<file path="src/design/tile_pkg.sv">
`default_nettype none

package tile_pkg;

  typedef logic [31:0] wb_addr_t;
  typedef logic [31:0] wb_data_t;
  typedef logic [3:0]  wb_sel_t;
  typedef logic [31:0] noc_flit_t;
  typedef logic [1:0]  mbox_offset_t;

  typedef enum logic [1:0] {
    SLV_MEM,
    SLV_ROM,
    SLV_MBOX,
    SLV_NONE
  } slave_e;

  // Region is the top nibble of the byte address
  localparam int REGION_MSB = 31;
  localparam int REGION_LSB = 28;

  localparam logic [3:0] REGION_MEM  = 4'h0;
  localparam logic [3:0] REGION_MBOX = 4'he;
  localparam logic [3:0] REGION_ROM  = 4'hf;

  // 1 KiB local data memory
  localparam int DMEM_WORDS = 256;
  localparam int DMEM_AW    = 8;

  localparam int          BOOTROM_WORDS = 16;
  localparam int          BOOTROM_AW    = 4;
  localparam logic [15:0] BOOTROM_TAG   = 16'hb007;

  localparam mbox_offset_t MBOX_TX_DATA = 2'd0;
  localparam mbox_offset_t MBOX_TX_LAST = 2'd1;
  localparam mbox_offset_t MBOX_RX_DATA = 2'd2;
  localparam mbox_offset_t MBOX_STATUS  = 2'd3;

  localparam int STATUS_RX_VALID = 0;
  localparam int STATUS_RX_LAST  = 1;
  localparam int STATUS_TX_BUSY  = 2;

  // Boot ROM word: tag in the upper half, index in the lower half
  function automatic wb_data_t bootrom_word(int unsigned idx);
    wb_data_t word;
    word = {BOOTROM_TAG, 16'(idx)};
    return word;
  endfunction

endpackage

`default_nettype wire
</file>
<file path="src/design/tile_bus_decoder.sv">
`default_nettype none

module tile_bus_decoder
  import tile_pkg::*;
(
  input  wire logic     clk,
  input  wire logic     rst_i,
  input  wire logic     cyc_i,
  input  wire logic     stb_i,
  input  wire wb_addr_t adr_i,
  output logic          mem_stb_o,
  output logic          rom_stb_o,
  output logic          mbox_stb_o,
  input  wire logic     mem_ack_i,
  input  wire logic     mem_err_i,
  input  wire wb_data_t mem_rdata_i,
  input  wire logic     rom_ack_i,
  input  wire logic     rom_err_i,
  input  wire wb_data_t rom_rdata_i,
  input  wire logic     mbox_ack_i,
  input  wire logic     mbox_err_i,
  input  wire wb_data_t mbox_rdata_i,
  output logic          ack_o,
  output logic          err_o,
  output wb_data_t      rdata_o
);

  slave_e slave_sel;
  logic   req;
  logic   none_err_q;

  assign req = cyc_i && stb_i;

  always_comb begin
    case (adr_i[REGION_MSB:REGION_LSB])
      REGION_MEM:  slave_sel = SLV_MEM;
      REGION_ROM:  slave_sel = SLV_ROM;
      REGION_MBOX: slave_sel = SLV_MBOX;
      default:     slave_sel = SLV_NONE;
    endcase
  end

  assign mem_stb_o  = req && (slave_sel == SLV_MEM);
  assign rom_stb_o  = req && (slave_sel == SLV_ROM);
  assign mbox_stb_o = req && (slave_sel == SLV_MBOX);

  // Error response for an unmapped region, one pulse per access
  always_ff @(posedge clk) begin
    if (rst_i) begin
      none_err_q <= 1'b0;
    end else begin
      none_err_q <= req && (slave_sel == SLV_NONE) && !none_err_q;
    end
  end

  always_comb begin
    case (slave_sel)
      SLV_MEM: begin
        ack_o   = mem_ack_i;
        err_o   = mem_err_i;
        rdata_o = mem_rdata_i;
      end
      SLV_ROM: begin
        ack_o   = rom_ack_i;
        err_o   = rom_err_i;
        rdata_o = rom_rdata_i;
      end
      SLV_MBOX: begin
        ack_o   = mbox_ack_i;
        err_o   = mbox_err_i;
        rdata_o = mbox_rdata_i;
      end
      default: begin
        ack_o   = 1'b0;
        err_o   = none_err_q;
        rdata_o = '0;
      end
    endcase
  end

endmodule

`default_nettype wire

</file>
<file path="config.mk">
export PLATFORM = sky130hd
export DESIGN_NAME = tile_bus_decoder
export DESIGN_NICKNAME = d
export VERILOG_FILES = /design/src/design/tile_pkg.sv /design/src/design/tile_bus_decoder.sv
export SDC_FILE = /design/constraint.sdc
export NUM_CORES = 1
export LEC_CHECK = 0
export ABC_AREA = 1
export BUFFER_PORTS_ARGS = -buffer_cell sky130_fd_sc_hd__buf_2
export CAP_MARGIN = 25
export CORE_AREA = 3 3 67 69
export DETAILED_ROUTE_END_ITERATION = 8
export DIE_AREA = 0 0 70 72
export HOLD_SLACK_MARGIN = 0.06
export MAX_ROUTING_LAYER = met4
export PLACE_DENSITY = 0.73
export SLEW_MARGIN = 20
export SYNTH_ARGS = -nofsm -noshare
export SYNTH_HDL_FRONTEND = slang
export SYNTH_SLANG_ARGS = --single-unit
</file>
<file path="constraint.sdc">
create_clock -name clk -period 0.86 [get_ports clk]
set_clock_uncertainty 0.2 [all_clocks]
set_input_delay 0.086 -clock clk [delete_from_list [all_inputs] [get_ports clk]]
set_output_delay 0.086 -clock clk [all_outputs]
set_load 0.005 [all_outputs]
</file>
Yosys cells after proc, flatten, opt, wreduce, memory -nomap -nowiden

Cells that the tools add are included.

Input port bits: 138
Register bits after elaboration: 1
Word-level logic and storage cells: 19

Multiplexer cells: 4
Equal/unequal tests: 5
Reductions and logical operators: 9

Operators by type and width:

| operator             | number |
|---|---|
| $pmux W32 S3         | 1 |
| $eq A4 B4 Y1 const B | 2 |
| $logic_and A1 B1 Y1  | 6 |
| $pmux W1 S3          | 2 |
| $pmux W2 S3          | 1 |
| $eq A2 B2 Y1 const B | 2 |
| $logic_not A4 Y1     | 1 |
| $eq A2 B1 Y1 const B | 1 |
| $logic_not A2 Y1     | 1 |
| $logic_not A1 Y1     | 1 |

Logic depth before layout (Yosys ltp)

Gate-level depths: netlist of run 1.

Word-level depth: 5
Gate-level depth with buffers: 5

Worst setup path after synthesis of run 1

OpenSTA, ideal clock, no wires.

Path type: input -> output
Start: input port adr_i[31]
End: output port rdata_o[0]
Stages on the path: 4
Arrival time: 0.674 ns
Path buffers: 1
Data required time: 0.574 ns
Path slack: -0.100 ns
Cells stage by stage: nor2_2 -> buf_2 -> nand3_1 -> nand3_1

Longest elaborated chain between the ends: 4
Elaborated cells on any way between the ends: 8
Those cells by class: 4 x eq/ne; 2 x mux; 2 x reduce/logical

RTL lines:

| item                                                    | line                   | source |
|---|---|---|
| from (decl)                                             | tile_bus_decoder.sv:10 | `input wire wb_addr_t adr_i,` |
| $eq A4 B4 Y1 / $logic_not A4 Y1 (equally long branches) | tile_bus_decoder.sv:35 | `case (adr_i[REGION_MSB:REGION_LSB])` |
| $pmux W2 S3 (*)                                         | tile_bus_decoder.sv:35 |  |
| $eq A2 B2 Y1 (tied with other cells)                    | tile_bus_decoder.sv:57 | `case (slave_sel)` |
| $pmux W32 S3 (*)                                        | tile_bus_decoder.sv:57 |  |
| to (decl)                                               | tile_bus_decoder.sv:25 | `output wb_data_t rdata_o` |

Mark *: on every way between the ends. The rest lies on a longest branch, timed or not.

Worst setup path in the final report of run 1

Start: input port adr_i[31]
End: output port rdata_o[25]

The elaborated chain is that of the path after synthesis.

==> results of run 1 <==
==> layer usage <==
layer,track usage,vias up
met5,-,-
met4,0.0106,0
met3,0.0222,4
met2,0.321,106
met1,0.201,792
li1,-,886
==> path summary, 6_finish.rpt <==
kind                          from               endpoint  slack [ns]  cells after the start
max                      adr_i[31]            rdata_o[25]       -0.34                      7
min                          rst_i  none_err_q$_SDFF_PP0_        0.06                      2
max reg2reg  none_err_q$_SDFF_PP0_  none_err_q$_SDFF_PP0_        0.07                      3
min reg2reg  none_err_q$_SDFF_PP0_  none_err_q$_SDFF_PP0_        0.31                      3
==> cells by family after synthesis <==
group	count (synthesis)	share of synthesized area
simple gates	152	0.860
flops	1	0.0248
buf+inv	15	0.115
==> timing repair <==
action | CTS | global route
setup endpoints to repair | 38 | 38
pin swaps | 2 | 2
buffers inserted | 5 | 4
resized for setup | 27 | 45
gates cloned | 2 | 5
hold endpoints to repair | 1 | 0
==> worst max-delay path, delay by kind of cell <==
family                 cells  cell delay [ns]
buffers and inverters      4             0.52
AND/OR/NAND/NOR            3             0.29
==> metrics by stage <==
stage	util	instances	hold slack [ns]
after floorplan	-	168	-0.0366
after global placement	0.434	363	0.0569
after detailed placement	0.434	363	0.0564
after CTS	0.480	369	0.0568
after global routing	0.555	376	0.0696
final	0.555	376	0.0582
==> cells in the final DEF (no fill, tap or decap) <==
| cell | Yosys | final |
|---|---|---|
| buf_6 | 3 | 9 |
| nand3_4 | 0 | 2 |
| nand4_1 | 1 | 1 |
| dfxtp_1 | 1 | 1 |
| nand3_1 | 70 | 49 |
| nand2_4 | 0 | 8 |
| buf_12 | 0 | 12 |
| nand3_2 | 1 | 20 |
| nand2_1 | 70 | 55 |
| buf_2 | 8 | 142 |
| clkbuf_16 | 0 | 4 |
| inv_1 | 3 | 3 |
| nand2_2 | 1 | 8 |
| buf_16 | 0 | 1 |
| nor3_2 | 0 | 3 |
| nor2_1 | 2 | 2 |
| nor2_4 | 2 | 4 |
| buf_4 | 1 | 2 |
==> area by class of cell <==
type,instances,area (um2),area share
inverter,3,11.3,0.00511
multi-input combinational,152,916,0.415
sequential,1,20.0,0.00908
tap,50,62.6,0.0284
timing repair buffer,170,1190,0.542
==> power by group through the flow <==
stage | clock (mW) | combinational, mW | sequential [mW]
floorplan | 0 | 0.199 | 0.0500
global placement | 0 | 0.594 | 0.0502
detailed placement | 0 | 0.600 | 0.0503
CTS | 0 | 0.669 | 0.0503
global route | 0 | 0.864 | 0.0503
finish | 0 | 0.790 | 0.0502
==> reports/qor.yml, run 1 <==
placement:
  place_area_um2: 1730
  port_buffers: 146
  dp_slack_ns: -0.387
  hpwl_mm: 3.39
  place_congestion: 0.805
die:
  die_y_um: 72
  die_x_um: 70
  core_area_um2: 3970
  fp.dieArea_um2: 5040
  initial_utilization: 0.203
  boundaryPins: 175
  rows: 23
synthesis:
  syn_nets: 306
  ys_ff_latch: 1
  ys_warn_count: 0
  synth-seq-area-share: 0.0248
  synthArstFlopShare: 0
  synth-edff-count: 0
  synth_cells: 168
  synth_top_cell_by_area: "nand3_1"
  yosysTopAreaCellShare: 0.435
  synthTopCellsByCount: "nand2_1, nand3_1, buf_2"
  synth.avg_cell_area_um2: 4.80
  synth_flop_cell: "dfxtp_1"
  synthTopCellsByArea: "nand3_1, nand2_1, buf_2"
  syn_area_um2: 806
  ys_types: 14
routing:
  wl_per_cell_um: 13.1
  drc_errors: 0
  wl_met3_um: 457
  route.met2.wl_mm: 2.56
  drt_iter0_drc: 53
  drt-met1-wl_mm: 1.88
  num_vias: 1788
  top_layer: "met4"
  wl_mm: 4.92
  routed_via_density: 4.76
  postRouteAntennaNets: 0
  detail_route.first_pass.iterations: 4
worst_setup_path:
  path_common_cell: "buf_12"
  setup.worst_path.class: "in -> out"
  crit_required_ns: 0.57
  start_kind: "input port"
  cpMaxStageDelayCell: "clkbuf_16"
  crit_fanout: 8
  cp.arrival_ns: 0.91
  worstPathCellList: "buf_12 -> nor2_4 -> buf_12 -> clkbuf_16 -> nand3_1 -> nand3_2 -> buf_2"
  end_kind: "output pin"
  cp_slowest_stage_delay_ns: 0.16
pwr:
  p_switching_mw: 0.334
  p_leak_nw: 1.30
  switching_share: 0.398
  p_int_mw: 0.506
  clockPowerShare: 0
  powerDensity_nw_per_um2: 381
  power_mw: 0.840
  max-vdd-ir-drop_mv: 0.293
  pwr-share-comb: 0.940
  seq_power_share: 0.060
global_routing:
  grt_first_pass_wirelength_mm: 7.24
  grt_pass1_vias: 1677
  antenna_found_initial: 0
  grt_max_degree: 20
  grt.overflow.total: 0
  track_usage: 0.170
clock_network:
  cts.clk_slew.worst_paths_ns: 0
  clock_latency_ns: 0
sta:
  period_minus_slack_ns: 1.20
  hold_viol: 0
  grt_setup_unrepaired: "yes"
  fmax_mhz: 835
  post-route-period-util: 1.39
  setup_slack_ns: -0.338
  setup_violations: 38
  tns_ns: -10.73
  slew_viol_final: 0
  tightest_slew_ns: 0.199
  maxSlewHeadroom: 0.867
outcome:
  violations: "setup timing"
  status: "finished, violations left"
cells_and_area:
  fin_nets: 466
  nFillCells: 389
  area_growth_pct: 174
  regMostFlops: "none_err_q"
  drive_above_1_share: 0.660
  largestRegisters: "none_err_q: 1 flops"
  num_antenna_cells: 0
  largest_reg_flops: 1
  design_area_um2: 2200
run:
  cap_violations: 0
worst_hold_path:
  hold_class: "in -> reg"
(Power assumes the default switching activity.)
==> run 2, diff against run 1 <==
- BUFFER_PORTS_ARGS: -buffer_cell sky130_fd_sc_hd__buf_2 -> unset
- CORE_AREA: 3 3 67 69 -> 3 3 66 68
- DIE_AREA: 0 0 70 72 -> 0 0 69 71
- DONT_BUFFER_PORTS: unset -> 1
- PLACE_DENSITY: 0.73 -> unset
- clock period: 0.86 -> 1.5 ns (I/O delays scaled with it)
==> run 2 against run 1 <==
Against the previous run: the run now ends clean; register-to-register slack improved by 0.63 ns; global-route usage shrank 5.7 points; via count fell by 34%; cell count is 43% lower; wire length is 34% lower; highest routed layer unchanged; design area down 61%.
==> reports/qor.yml, run 2 (synthesized netlist as in run 1, its figures left out) <==
cells_and_area:
  layout_common_cells: "nand2_1, nand3_1, buf_4, inv_1, nor3_1"
  area_growth_pct: 6.37
  largestRegisters: "none_err_q: 1 flops"
  nFillCells: 464  # +19%
  drive_above_1_share: 0.0848  # -0.575
  layoutNonFillerInstCount: 215  # -43%
  fin_nets: 305  # -35%
  largest_reg_flops: 1  # unchanged
  num_antenna_cells: 0  # unchanged
  regMostFlops: "none_err_q"
worst_setup_path:
  reg2reg_slack_ns: 0.70  # +0.63 ns
  start_kind: "input port"
  crit_required_ns: 1.15  # +0.58 ns
  crit_fanout: 19  # +11
  rr_startpoint: "none_err_q$_SDFF_PP0_"
  r2r_cells: 3  # unchanged
  end_kind: "output pin"
  setup.worst_path.class: "in -> out"
  cp.arrival_ns: 0.82  # -0.09 ns
  worstReg2RegEnd: "none_err_q$_SDFF_PP0_"
global_routing:
  antenna_found_initial: 0  # unchanged
  grt_first_pass_wirelength_mm: 4.60  # -36%
  grt_pass1_vias: 945  # -44%
  grt.overflow.total: 0  # unchanged
  grt_max_degree: 20  # unchanged
  track_usage: 0.113  # -0.0567
placement:
  place_inst: 214  # -41%
  hpwl_mm: 2.75  # -19%
  port_buffers: 0  # -100%
  place_congestion: 0.641  # -20%
routing:
  drc_errors: 0  # unchanged
  drt-met1-wl_mm: 1.21  # -36%
  detail_route.first_pass.iterations: 4  # unchanged
  wl_mm: 3.23  # -34%
  postRouteAntennaNets: 0  # unchanged
  num_vias: 1180  # -34%
  wl_met3_um: 332  # -27%
  routed_via_density: 5.49  # +15%
  drt_iter0_drc: 83  # +57%
  route.met2.wl_mm: 1.69  # -34%
  wl_per_cell_um: 15.0  # +15%
  top_layer: "met4"
worst_hold_path:
  hold_path_startpoint: "adr_i[28]"
  hold_class: "in -> out"
  holdPathStages: 1  # -1
  hold-path-endpoint: "mbox_stb_o"
sta:
  period_minus_slack_ns: 1.17
  maxSlewHeadroom: 0.819  # -0.0479
  hold_viol: 0  # unchanged
  tns_ns: 0  # +10.73 ns
  tightest_slew_ns: 0.270  # +0.0703 ns
  post-route-period-util: 0.779
  fmax_mhz: 855
  grt_setup_unrepaired: "no"
  setup_violations: 0  # -100%
  slew_viol_final: 0  # unchanged
die:
  rows: 23  # unchanged
  core_area_um2: 3910  # -1.4%
  initial_utilization: 0.206  # +0.00298
  boundaryPins: 175  # unchanged
  fp.dieArea_um2: 4900  # -2.8%
  die_y_um: 71  # -1.4%
  die_x_um: 69  # -1.4%
pwr:
  powerDensity_nw_per_um2: 184  # -52%
  max-vdd-ir-drop_mv: 0.114  # -61%
  p_leak_nw: 0.358  # -72%
outcome:
  status: "finished clean"
clock_network:
  clock_latency_ns: 0  # unchanged
  cts-resized-gates: 0  # -100%
run:
  cap_violations: 0  # unchanged
[run 2: changes by cell type in the layout (fill, tap and decap cells not counted), sizes merged]
cell / before / now
dlygate4sd3: 0 / 1
buf: 166 / 8
clkbuf: 4 / 0
[run 2: through the flow]
stage	worst slack (ns)	total power [mW]	cell area (um2)	util	hold slack [ns]
after CTS	0.319	0.159	857	0.219	0.152
after global placement	0.327	0.154	847	0.216	0.0294
after floorplan	0.412	0.132	806	-	0.0275
after global routing	0.222	0.176	857	0.219	0.149
final	0.331	0.158	857	0.219	0.148
after detailed placement	0.319	0.157	847	0.216	0.0321
[run 2: what timing repair did]
| action | CTS | global route |
|---|---|---|
| hold endpoints to repair | 1 | 0 |
| buffers inserted | 0 | 0 |
| hold buffers | 1 | 0 |
[run 2: final cells by class]
| cell class | count | area, um2 | share of cell area |
|---|---|---|---|
| timing repair buffer | 9 | 70.1 | 0.0818 |
| inverter | 3 | 11.3 | 0.0131 |
| multi-input combinational | 152 | 693 | 0.809 |
| tap | 50 | 62.6 | 0.0730 |
| sequential | 1 | 20.0 | 0.0234 |
[run 2: how the worst max path moves through the flow]
stage / start / end / cells past startpoint / slack (ns)
after floorplan: adr_i[31] / rdata_o[0] / 4 / 0.41
after global placement: adr_i[31] / err_o / 5 / 0.33
after detailed placement: adr_i[30] / err_o / 5 / 0.32
after CTS: adr_i[30] / err_o / 5 / 0.32
after global routing: adr_i[31] / err_o / 5 / 0.22
final: adr_i[31] / err_o / 5 / 0.33
[run 2: power breakdown]
group | total (mW) | leakage, nW | switching (mW) | internal [mW]
clock | 0 | 0 | 0 | 0
combinational | 0.129 | 0.350 | 0.0864 | 0.0429
sequential | 0.0288 | 0.00818 | 0.000528 | 0.0283
total | 0.158 | 0.358 | 0.0869 | 0.0712
[run 2: critical path, cell delays in order]
cell and delay (ns):
nor2_2 0.10, buf_4 0.24, nand2_1 0.11, nand3_1 0.10, nand4_1 0.11
[run 2: routing by layer]
metal,GRT usage,vias to the layer above
li1,-,563
met1,0.145,522
met2,0.202,93
met3,0.0156,2
met4,0,0
met5,-,-
