File: src/design/tile_pkg.sv
`default_nettype none

package tile_pkg;

  typedef logic [31:0] wb_addr_t;
  typedef logic [31:0] wb_data_t;
  typedef logic [3:0]  wb_sel_t;
  typedef logic [31:0] noc_flit_t;
  typedef logic [1:0]  mbox_offset_t;

  typedef enum logic [1:0] {
    SLV_MEM,
    SLV_ROM,
    SLV_MBOX,
    SLV_NONE
  } slave_e;

  // Region is the top nibble of the byte address
  localparam int REGION_MSB = 31;
  localparam int REGION_LSB = 28;

  localparam logic [3:0] REGION_MEM  = 4'h0;
  localparam logic [3:0] REGION_MBOX = 4'he;
  localparam logic [3:0] REGION_ROM  = 4'hf;

  // 1 KiB local data memory
  localparam int DMEM_WORDS = 256;
  localparam int DMEM_AW    = 8;

  localparam int          BOOTROM_WORDS = 16;
  localparam int          BOOTROM_AW    = 4;
  localparam logic [15:0] BOOTROM_TAG   = 16'hb007;

  localparam mbox_offset_t MBOX_TX_DATA = 2'd0;
  localparam mbox_offset_t MBOX_TX_LAST = 2'd1;
  localparam mbox_offset_t MBOX_RX_DATA = 2'd2;
  localparam mbox_offset_t MBOX_STATUS  = 2'd3;

  localparam int STATUS_RX_VALID = 0;
  localparam int STATUS_RX_LAST  = 1;
  localparam int STATUS_TX_BUSY  = 2;

  // Boot ROM word: tag in the upper half, index in the lower half
  function automatic wb_data_t bootrom_word(int unsigned idx);
    wb_data_t word;
    word = {BOOTROM_TAG, 16'(idx)};
    return word;
  endfunction

endpackage

`default_nettype wire
File: src/design/tile_noc_mailbox.sv
`default_nettype none

module tile_noc_mailbox
  import tile_pkg::*;
(
  input  wire logic      clk,
  input  wire logic      rst_i,
  input  wire logic      stb_i,
  input  wire logic      we_i,
  input  wire wb_addr_t  adr_i,
  input  wire wb_data_t  wdata_i,
  output logic           ack_o,
  output logic           err_o,
  output wb_data_t       rdata_o,
  output noc_flit_t      noc_out_flit_o,
  output logic           noc_out_last_o,
  output logic           noc_out_valid_o,
  input  wire logic      noc_out_ready_i,
  input  wire noc_flit_t noc_in_flit_i,
  input  wire logic      noc_in_last_i,
  input  wire logic      noc_in_valid_i,
  output logic           noc_in_ready_o
);

  mbox_offset_t offset;
  logic         req;
  logic         tx_write;
  logic         tx_free;
  logic         tx_load;
  logic         rx_take;
  logic         rx_pop;
  logic         rx_miss;
  logic         ack_q;
  logic         err_q;
  wb_data_t     rdata_q;
  wb_data_t     rd_word;
  noc_flit_t    tx_flit_q;
  logic         tx_last_q;
  logic         tx_valid_q;
  noc_flit_t    rx_flit_q;
  logic         rx_last_q;
  logic         rx_valid_q;

  assign offset = adr_i[3:2];
  assign req    = stb_i && !ack_q && !err_q;

  // A pending flit may be replaced in the cycle it leaves
  assign tx_free  = !tx_valid_q || noc_out_ready_i;
  assign tx_write = we_i && (offset == MBOX_TX_DATA || offset == MBOX_TX_LAST);
  assign tx_load  = req && tx_write && tx_free;

  assign rx_take = noc_in_valid_i && !rx_valid_q;
  assign rx_pop  = req && !we_i && (offset == MBOX_RX_DATA) && rx_valid_q;
  assign rx_miss = req && !we_i && (offset == MBOX_RX_DATA) && !rx_valid_q;

  always_ff @(posedge clk) begin
    if (rst_i) begin
      ack_q      <= 1'b0;
      err_q      <= 1'b0;
      tx_valid_q <= 1'b0;
      rx_valid_q <= 1'b0;
    end else begin
      // Tx writes wait here while the flit register is busy
      ack_q <= tx_load || (req && !tx_write && !rx_miss);
      err_q <= rx_miss;
      if (tx_load) begin
        tx_valid_q <= 1'b1;
      end else if (tx_valid_q && noc_out_ready_i) begin
        tx_valid_q <= 1'b0;
      end
      if (rx_take) begin
        rx_valid_q <= 1'b1;
      end else if (rx_pop) begin
        rx_valid_q <= 1'b0;
      end
    end
  end

  always_ff @(posedge clk) begin
    if (tx_load) begin
      tx_flit_q <= wdata_i;
      tx_last_q <= (offset == MBOX_TX_LAST);
    end
    if (rx_take) begin
      rx_flit_q <= noc_in_flit_i;
      rx_last_q <= noc_in_last_i;
    end
    if (req && !we_i) begin
      rdata_q <= rd_word;
    end
  end

  always_comb begin
    rd_word = '0;
    case (offset)
      MBOX_TX_DATA, MBOX_TX_LAST: rd_word = tx_flit_q;
      MBOX_RX_DATA:               rd_word = rx_flit_q;
      default: begin
        rd_word[STATUS_RX_VALID] = rx_valid_q;
        rd_word[STATUS_RX_LAST]  = rx_valid_q && rx_last_q;
        rd_word[STATUS_TX_BUSY]  = tx_valid_q;
      end
    endcase
  end

  assign ack_o   = ack_q;
  assign err_o   = err_q;
  assign rdata_o = rdata_q;

  assign noc_out_flit_o  = tx_flit_q;
  assign noc_out_last_o  = tx_last_q;
  assign noc_out_valid_o = tx_valid_q;
  assign noc_in_ready_o  = !rx_valid_q;

endmodule

`default_nettype wire

File: config.mk
export PLATFORM = sky130hd
export DESIGN_NAME = tile_noc_mailbox
export DESIGN_NICKNAME = d
export VERILOG_FILES = /design/src/design/tile_pkg.sv /design/src/design/tile_noc_mailbox.sv
export SDC_FILE = /design/constraint.sdc
export NUM_CORES = 1
export LEC_CHECK = 0
export ABC_AREA = 1
export BUFFER_PORTS_ARGS = -buffer_cell sky130_fd_sc_hd__buf_2
export CAP_MARGIN = 10
export CORE_ASPECT_RATIO = 1.5
export CORE_MARGIN = 2
export CORE_UTILIZATION = 41
export CTS_CLUSTER_DIAMETER = 200
export DETAILED_ROUTE_END_ITERATION = 12
export GPL_ROUTABILITY_DRIVEN = 1
export PLACE_DENSITY = 0.8
export SLEW_MARGIN = 40
export SYNTH_ARGS = -nofsm -noshare
export SYNTH_HDL_FRONTEND = slang
export SYNTH_SLANG_ARGS = --single-unit
File: constraint.sdc
create_clock -name clk -period 2.6 [get_ports clk]
set_input_delay 0.52 -clock clk [delete_from_list [all_inputs] [get_ports clk]]
set_output_delay 0.52 -clock clk [all_outputs]
set_load 0.02 [all_outputs]
After elaboration in Yosys (flattened, before gate mapping):

Index checks and enable logic that the tools add are counted.

* input bits: 103
* register bits after elaboration: 102

* eq/ne operators: 2
* reduce and logical (&&, ||, !) cells: 28
* multiplexer cells: 6

Operators by type and width (count)
* 29-bit one-hot mux with 2 select lines: 1
* 1-bit logical AND: 14
* 1-bit zero test: 7
* 3-bit one-hot mux with 2 select lines: 1
* 1-bit 2-to-1 mux: 4
* 2-bit nonzero test: 2
* 1-bit logical OR: 3
* 2-bit by 1-bit == test with 1-bit output, second input constant: 1
* 2-bit == test, second input constant: 1
* 2-bit zero test: 1
* 2-bit OR reduction: 1

Depth between registers and ports, before layout:

Gate-level depths: netlist of run 1.

* depth after elaboration: 9
* mapped depth: 6
* mapped depth without buffers: 6

Worst setup path after synthesis of run 1:

OpenSTA, ideal clock, no wires.

* kind: input port to flip-flop
* start: input port stb_i
* end: register rdata_q[0], in the netlist rdata_o[0], enable pin
* slack: 0.176 ns
* arrival time: 2.001 ns
* setup time: 0.422 ns
* required time: 2.178 ns
* cell stages on the path: 2
* cell sequence: nand3b_1 nor2_1

* cells in the longest elaborated chain, start to end: 3

RTL lines
* start, declared: line tile_noc_mailbox.sv:8 `input wire logic stb_i,`
* 1-bit logical AND (2 in a row): line tile_noc_mailbox.sv:45 `assign req = stb_i && !ack_q && !err_q;`
* 1-bit logical AND: line tile_noc_mailbox.sv:88 `if (req && !we_i) begin`
* end signal, assigned: line tile_noc_mailbox.sv:89 `rdata_q <= rd_word;`
* end, declared: line tile_noc_mailbox.sv:35 `wb_data_t rdata_q;`

Every way passes these cells.
A chain may end at the register's enable or synchronous reset.

Final worst setup path of run 1:

* start: register err_q, in the netlist err_o
* end: register rdata_q[25], in the netlist rdata_o[25], enable pin

* cells in the longest elaborated chain, start to end: 3

RTL lines
* start, declared: line tile_noc_mailbox.sv:34 `logic err_q;`
* start signal, assigned: line tile_noc_mailbox.sv:65 `err_q <= rx_miss;`
* 1-bit zero test: line tile_noc_mailbox.sv:45
* 1-bit logical AND: line tile_noc_mailbox.sv:45
* 1-bit logical AND: line tile_noc_mailbox.sv:88

Every way passes these cells.

==> flow_summary_export.csv, run 1 <==
group,metric,value,unit
routing,first_pass_iters,4,
critical_path,cp_max_fo,19,
critical_path,critPathMaxStageDelay,0.47,ns
clock_network,cts-root-buf,"clkbuf_16",
global_routing,met3_usage,4.62,%
clock_network,cts.sinks,102,
timing,fin_crit_sh,60.8,%
critical_path,crit_required,2.64,ns
clock_network,cts_setup_buffers,0,
routing,vias,2049,
cells_and_area,antennaDiodeCount,0,
global_routing,grt_pass1_wl,10600,um
timing,hold_viol,0,
global_routing,met2_usage,26.5,%
yosys,syn_nets,277,
timing,grt_setup_unrepaired,"no",
clock_network,numCtsBuffers,9,
timing,fin_hold_ws,0.356,ns
routing,postRouteAntennaNets,0,
place,place_area,4360,um^2
clock_network,holdBufCountCts,0,
power,ir_worst_vdd,409,uV
critical_path,critPathSlowestCell,"nor2_4",
floorplanning,start_util,42.0,%
routing,viasPerCell,4.67,
timing,worst_slack,1.02,ns
global_routing,use_met1,17.3,%
place,numPortBuffers,141,
cells_and_area,drive_above_1_share,49.7,%
floorplanning,die_w,79.6,um
global_routing,antenna_found_initial,0,
routing,wl_per_cell,15.9,um
critical_path,crit_type,"reg2reg",
floorplanning,dieArea,9330,um^2
yosys,synth_area_leaders,"edfxtp_1 84%, a22o_1 7.2%, dfxtp_1 2.3%",
routing,drt-initial-drc-count,114,
yosys,synth_cell_types,16,
power,leakage,1.91,nW
timing,max_freq,0.632,GHz
timing,drv_slew,0,
global_routing,grt_max_degree,35,
yosys,synth_seq_cells,102,
critical_path,end_kind,"flop",
clock_network,clk_pin_slew,0.06,ns
timing,setup_tns,0,ns
place,pre_cts_ws,0.670,ns
global_routing,grt_busiest_layer,"met2",
run_status,outcome,"finished, final reports clean",
yosys,avgSynthCellArea,20.2,um^2
floorplanning,core_area,8360,um^2
yosys,netlist_area,3510,um^2
run,max-cap-violations,0,
clock_network,cts_resized,0,
global_routing,grt_pass1_vias,2114,
floorplanning,io_pins,172,
critical_path,cp_cell_sequence,"nand3b_1 > nor2_4 > buf_4",
yosys,synth-seq-area-share,86.1,%
timing,finalSetupViolCount,0,
critical_path,arrival,1.62,ns
place,detailed_place_hpwl,5230,um
cells_and_area,final_area,4640,um^2
yosys,yosysTopAreaCell,"edfxtp_1",
clock_network,clock_latency,0.33,ns
clock_network,cts_tree,"yes",
timing,fin_crit,1.58,ns
power,power.density,740,nW/um^2
timing,slew_headroom,62.5,%
floorplanning,num_rows,41,
yosys,postSynthCellCount,174,
routing,drc_errors,0,
routing,wl,6970,um
hold_path,hold_path.class,"in2reg",
place,gp_congestion,0.794,
global_routing,grt_usage,15.6,%
cells_and_area,nNetsFinal,430,
critical_path,cp-start-kind,"flop",
yosys,synth_top_area_share,83.8,%
cells_and_area,syn2layout_area_growth,32.3,%
clock_network,htreeDepth,3,
clock_network,cts_buffer_depth,2,
yosys,yosysWarnings,0,
cells_and_area,fin_util,55.5,%
timing,fin_skew,0.00327,ns
timing,tightest_slew,0.560,ns
global_routing,grt_overflow_total,0,
floorplanning,die_h,117,um
==> registers in the layout, indices dropped and copies added, names as in the netlist <==
register / cells
rx_last_q: 1
rdata_o: 32
err_o: 1
rx_flit_q: 32
rx_valid_q: 1
noc_out_last_o: 1
ack_o: 1
noc_out_valid_o: 1
noc_out_flit_o: 32
==> worst max-delay path: cells and delay by family, from the launching register on <==
family | cells | cell delay (ns)
buffers and inverters | 1 | 0.28
DFF | 1 | 0.32
and+or+nand+nor | 2 | 0.69
==> layer usage <==
metal,up-vias,wire (um)
met5,-,0
met4,0,204
met3,16,431
met2,81,3730
met1,961,2610
li1,991,-
==> cell type report <==
| type | count | area [um^2] |
|---|---|---|
| well taps | 107 | 134 |
| repair buffers | 148 | 758 |
| clock buffers | 10 | 229 |
| multi-input cells | 58 | 417 |
| inverters | 8 | 30.0 |
| flip-flops and latches | 102 | 3020 |
| clock inverters | 6 | 52.6 |
| fillers | 665 | 3720 |
==> report_power, final <==
| part | internal (W) | leakage (nW) | switching [W] |
|---|---|---|---|
| Combinational | 0.000102 | 0.813 | 0.000161 |
| Clock | 0.000734 | 0.141 | 0.000523 |
| Sequential | 0.00190 | 0.953 | 0.0000222 |
| Total | 0.00273 | 1.91 | 0.000706 |
==> cells in the final DEF (no fill, tap or decap) <==
master,Yosys,final
a21oi_1,4,4
a22o_1,29,29
a22oi_1,1,1
buf_2,3,141
buf_4,0,7
bufinv_16,0,1
clkbuf_1,0,1
clkbuf_16,0,9
clkinv_1,0,2
clkinv_2,0,3
dfxtp_1,4,4
edfxtp_1,98,98
inv_1,7,7
inv_2,1,1
nand2_1,12,12
nand3_1,2,2
nand3b_1,2,2
nand4_1,2,2
nor2_1,4,3
nor2_4,0,1
nor2_8,1,1
nor3_2,1,1
==> kinds of logic (layout without fill, tap and decap cells) <==
logic type / count (synthesis) / count (layout) / synth area share [%]
and+or+nand+nor: 24 / 24 / 3.63
buffers and inverters: 14 / 172 / 2.25
DFF: 102 / 102 / 86.1
AOI/OAI and AO/OA: 34 / 34 / 8.02
==> through the flow <==
| stage | power, W | instances |
|---|---|---|
| finish | 0.00344 | 439 |
| global route | 0.00357 | 439 |
| CTS | 0.00347 | 439 |
| detailed placement | 0.00222 | 423 |
| global placement | 0.00221 | 423 |
| floorplan | 0.00209 | 174 |
==> Yosys cell counts <==
| cell type | count |
|---|---|
| a22o_1 | 29 |
| a21oi_1 | 4 |
| inv_2 | 1 |
| edfxtp_1 | 98 |
| nor3_2 | 1 |
| buf_6 | 3 |
| nor2_8 | 1 |
| nand4_1 | 2 |
| nand3b_1 | 2 |
| nand3_1 | 2 |
| nor2_1 | 4 |
| buf_2 | 3 |
| nand2_1 | 12 |
| dfxtp_1 | 4 |
| a22oi_1 | 1 |
| inv_1 | 7 |
==> path summary, 6_finish.rpt <==
path                            from                      end  slack (ns)  cells after the start
max                 err_o$_SDFF_PP0_    rdata_o[25]$_DFFE_PN_        1.02                      3
min                 noc_in_flit_i[8]   rx_flit_q[8]$_DFFE_PP_        0.36                      1
max reg2reg         err_o$_SDFF_PP0_    rdata_o[25]$_DFFE_PN_        1.02                      3
min reg2reg  rx_valid_q$_SDFFE_PP0P_  rx_valid_q$_SDFFE_PP0P_        0.47                      2
No activity file was read; power rests on OpenSTA's default activity.
==> inputs of run 2 (changes only) <==
==> constraint.sdc (replaced) <==
create_clock -name clk -period 1.38 [get_ports clk]
set_input_delay 0.276 -clock clk [delete_from_list [all_inputs] [get_ports clk]]
set_output_delay 0.276 -clock clk [all_outputs]
set_load 0.02 [all_outputs]
==> run 2 against run 1 <==
- the run now ends with negative setup slack left
- register-to-register slack got worse by 1.0 ns
- clock power rose by 100%
- utilization rose by 2.9 points
- wire length rose by 8.1%
- worst hold slack got worse by 0.24 ns
- sequential share of layout area fell by 3.0 points
- via count rose by 4.3%
- maximum frequency rose by 14%
- non-clock buffer count rose by 9
- critical path type unchanged
- combinational power rose by 120%
==> flow_summary_export.csv, run 2 (same netlist as run 1, synthesis figures left out) <==
group,metric,value,unit
timing,hold_viol,0,
critical_path,crit_type,"reg2reg",
clock_network,cts.sinks,102,
critical_path,cp_cell_sequence,"inv_2 > nand2_2 > nor2_4 > nand4_1 > clkinvlp_4 > buf_12",
global_routing,grt_pass1_wl,11400,um
clock_network,htreeDepth,3,
routing,wl_met2,4130,um
cells_and_area,syn2layout_area_growth,39.1,%
floorplanning,io_pins,172,
clock_network,clk_pin_slew,0.07,ns
cells_and_area,antennaDiodeCount,0,
critical_path,cp-start-kind,"flop",
routing,drt-initial-drc-count,93,
routing,wl,7530,um
global_routing,grt_pass1_vias,2315,
critical_path,cp_max_fo,14,
power,p_sw_share,20.4,%
global_routing,antenna_found_initial,0,
critical_path,arrival,1.43,ns
routing,wl_met3,372,um
cells_and_area,mostFrequentLayoutCell,"buf_2",
floorplanning,dieArea,9330,um^2
timing,setup_tns,-0.0514,ns
power,intPower,0.00539,W
global_routing,grt_usage,16.5,%
timing,fin_crit,1.39,ns
clock_network,clock_latency,0.33,ns
power,power.density,1380,nW/um^2
routing,highest_layer,"met4",
power,total_power,0.00677,W
floorplanning,core_area,8360,um^2
place,detailed_place_hpwl,5570,um
place,pre_cts_ws,-0.0391,ns
place,numPortBuffers,141,
critical_path,end_kind,"flop",
global_routing,grt_overflow_total,0,
routing,vias,2137,
power,p_comb_share,8.5,%
clock_network,cts_buffer_depth,2,
cells_and_area,regArea,3030,um^2
routing,wl_per_cell,16.8,um
cells_and_area,most-common-layout-cells,"141 x buf_2, 98 x edfxtp_1, 29 x a22o_1",
routing,wl_met1,2710,um
timing,slew_headroom,86.3,%
floorplanning,start_util,42.0,%
timing,worst_slack,-0.00659,ns
critical_path,critPathMaxStageDelay,0.34,ns
floorplanning,die_h,117,um
cells_and_area,nFillCells,631,
power,pwr-share-seq,53.4,%
cells_and_area,nNetsFinal,439,
routing,first_pass_iters,4,
critical_path,crit_required,1.43,ns
global_routing,grt_max_degree,20,
floorplanning,num_rows,41,
critical_path,cp_num_buf_inv,3,
timing,fin_crit_sh,100,%
place,gp_congestion,0.784,
hold_path,hold_path.class,"in2reg",
critical_path,critPathSlowestCell,"dfxtp_4",
cells_and_area,multi_input_area,433,um^2
cells_and_area,final_area,4880,um^2
timing,finalSetupViolCount,13,
run_status,violations,"negative setup slack",
timing,drv_slew,0,
run,max-cap-violations,0,
power,ir_worst_vdd,919,uV
timing,max_freq,0.721,GHz
timing,fin_hold_ws,0.113,ns
power,leakage,1.98,nW
timing,grt_setup_unrepaired,"yes",
power,switching_power,0.00138,W
routing,viasPerCell,4.77,
place,place_area,4500,um^2
timing,fin_skew,0.00697,ns
run_status,outcome,"finished, violations left",
routing,postRouteAntennaNets,0,
critical_path,cp_top_family,"buffers and inverters",
power,clkPwrFrac,38.1,%
floorplanning,die_w,79.6,um
clock_network,numCtsBuffers,9,
clock_network,cts-root-buf,"clkbuf_16",
routing,drc_errors,0,
timing,tightest_slew,0.206,ns
clock_network,cts_tree,"yes",
cells_and_area,drive_above_1_share,54.8,%
==> run 2: layout make-up <==
class                           instances  area share, %
Tap cell                              107           2.74
Inverter                                8          0.768
Clock buffer                            9           4.61
Clock inverter                          7           1.82
Timing Repair Buffer                  157           19.1
Multi-Input combinational cell         58           8.86
Sequential cell                       102           62.1
==> run 2: final timing paths <==
kind	end	startpoint	depth (start not counted)	slack, ns
worst max-delay path	noc_out_flit_o[12]$_DFFE_PP_	ack_o$_SDFF_PP0_	6	-0.007
worst min-delay path	noc_out_flit_o[14]$_DFFE_PP_	wdata_i[14]	1	0.11
worst max register to register	noc_out_flit_o[12]$_DFFE_PP_	ack_o$_SDFF_PP0_	6	-0.007
worst min register to register	rx_valid_q$_SDFFE_PP0P_	rx_valid_q$_SDFFE_PP0P_	2	0.49
==> run 2: what timing repair did <==
item	in CTS	in global routing
endpoints found under the setup margin	33	33
pin swaps	1	0
hold buffers	0	0
cloned	0	2
setup buffers	1	2
resized for setup	1	3
==> run 2: power by group through the flow <==
stage,clock network [W],registers (W),logic [W]
final,0.00258,0.00361,0.000572
after global routing,0.00275,0.00363,0.000616
after CTS,0.00264,0.00361,0.000556
after detailed placement,0,0.00368,0.000553
after global placement,0,0.00367,0.000537
after floorplan,0,0.00377,0.000170
==> run 2: metrics by stage <==
stage / utilization (%) / cells
floorplan: - / 174
global placement: 53.8 / 427
detailed placement: 53.8 / 427
CTS: 57.7 / 444
global route: 58.4 / 448
finish: 58.4 / 448
==> run 2: per-layer routing <==
| metal | vias to the layer above | GRT usage, % |
|---|---|---|
| met2 | 87 | 29.3 |
| met5 | - | 0 |
| met4 | 0 | 11.4 |
| li1 | 1010 | - |
| met1 | 1017 | 16.7 |
| met3 | 23 | 3.31 |
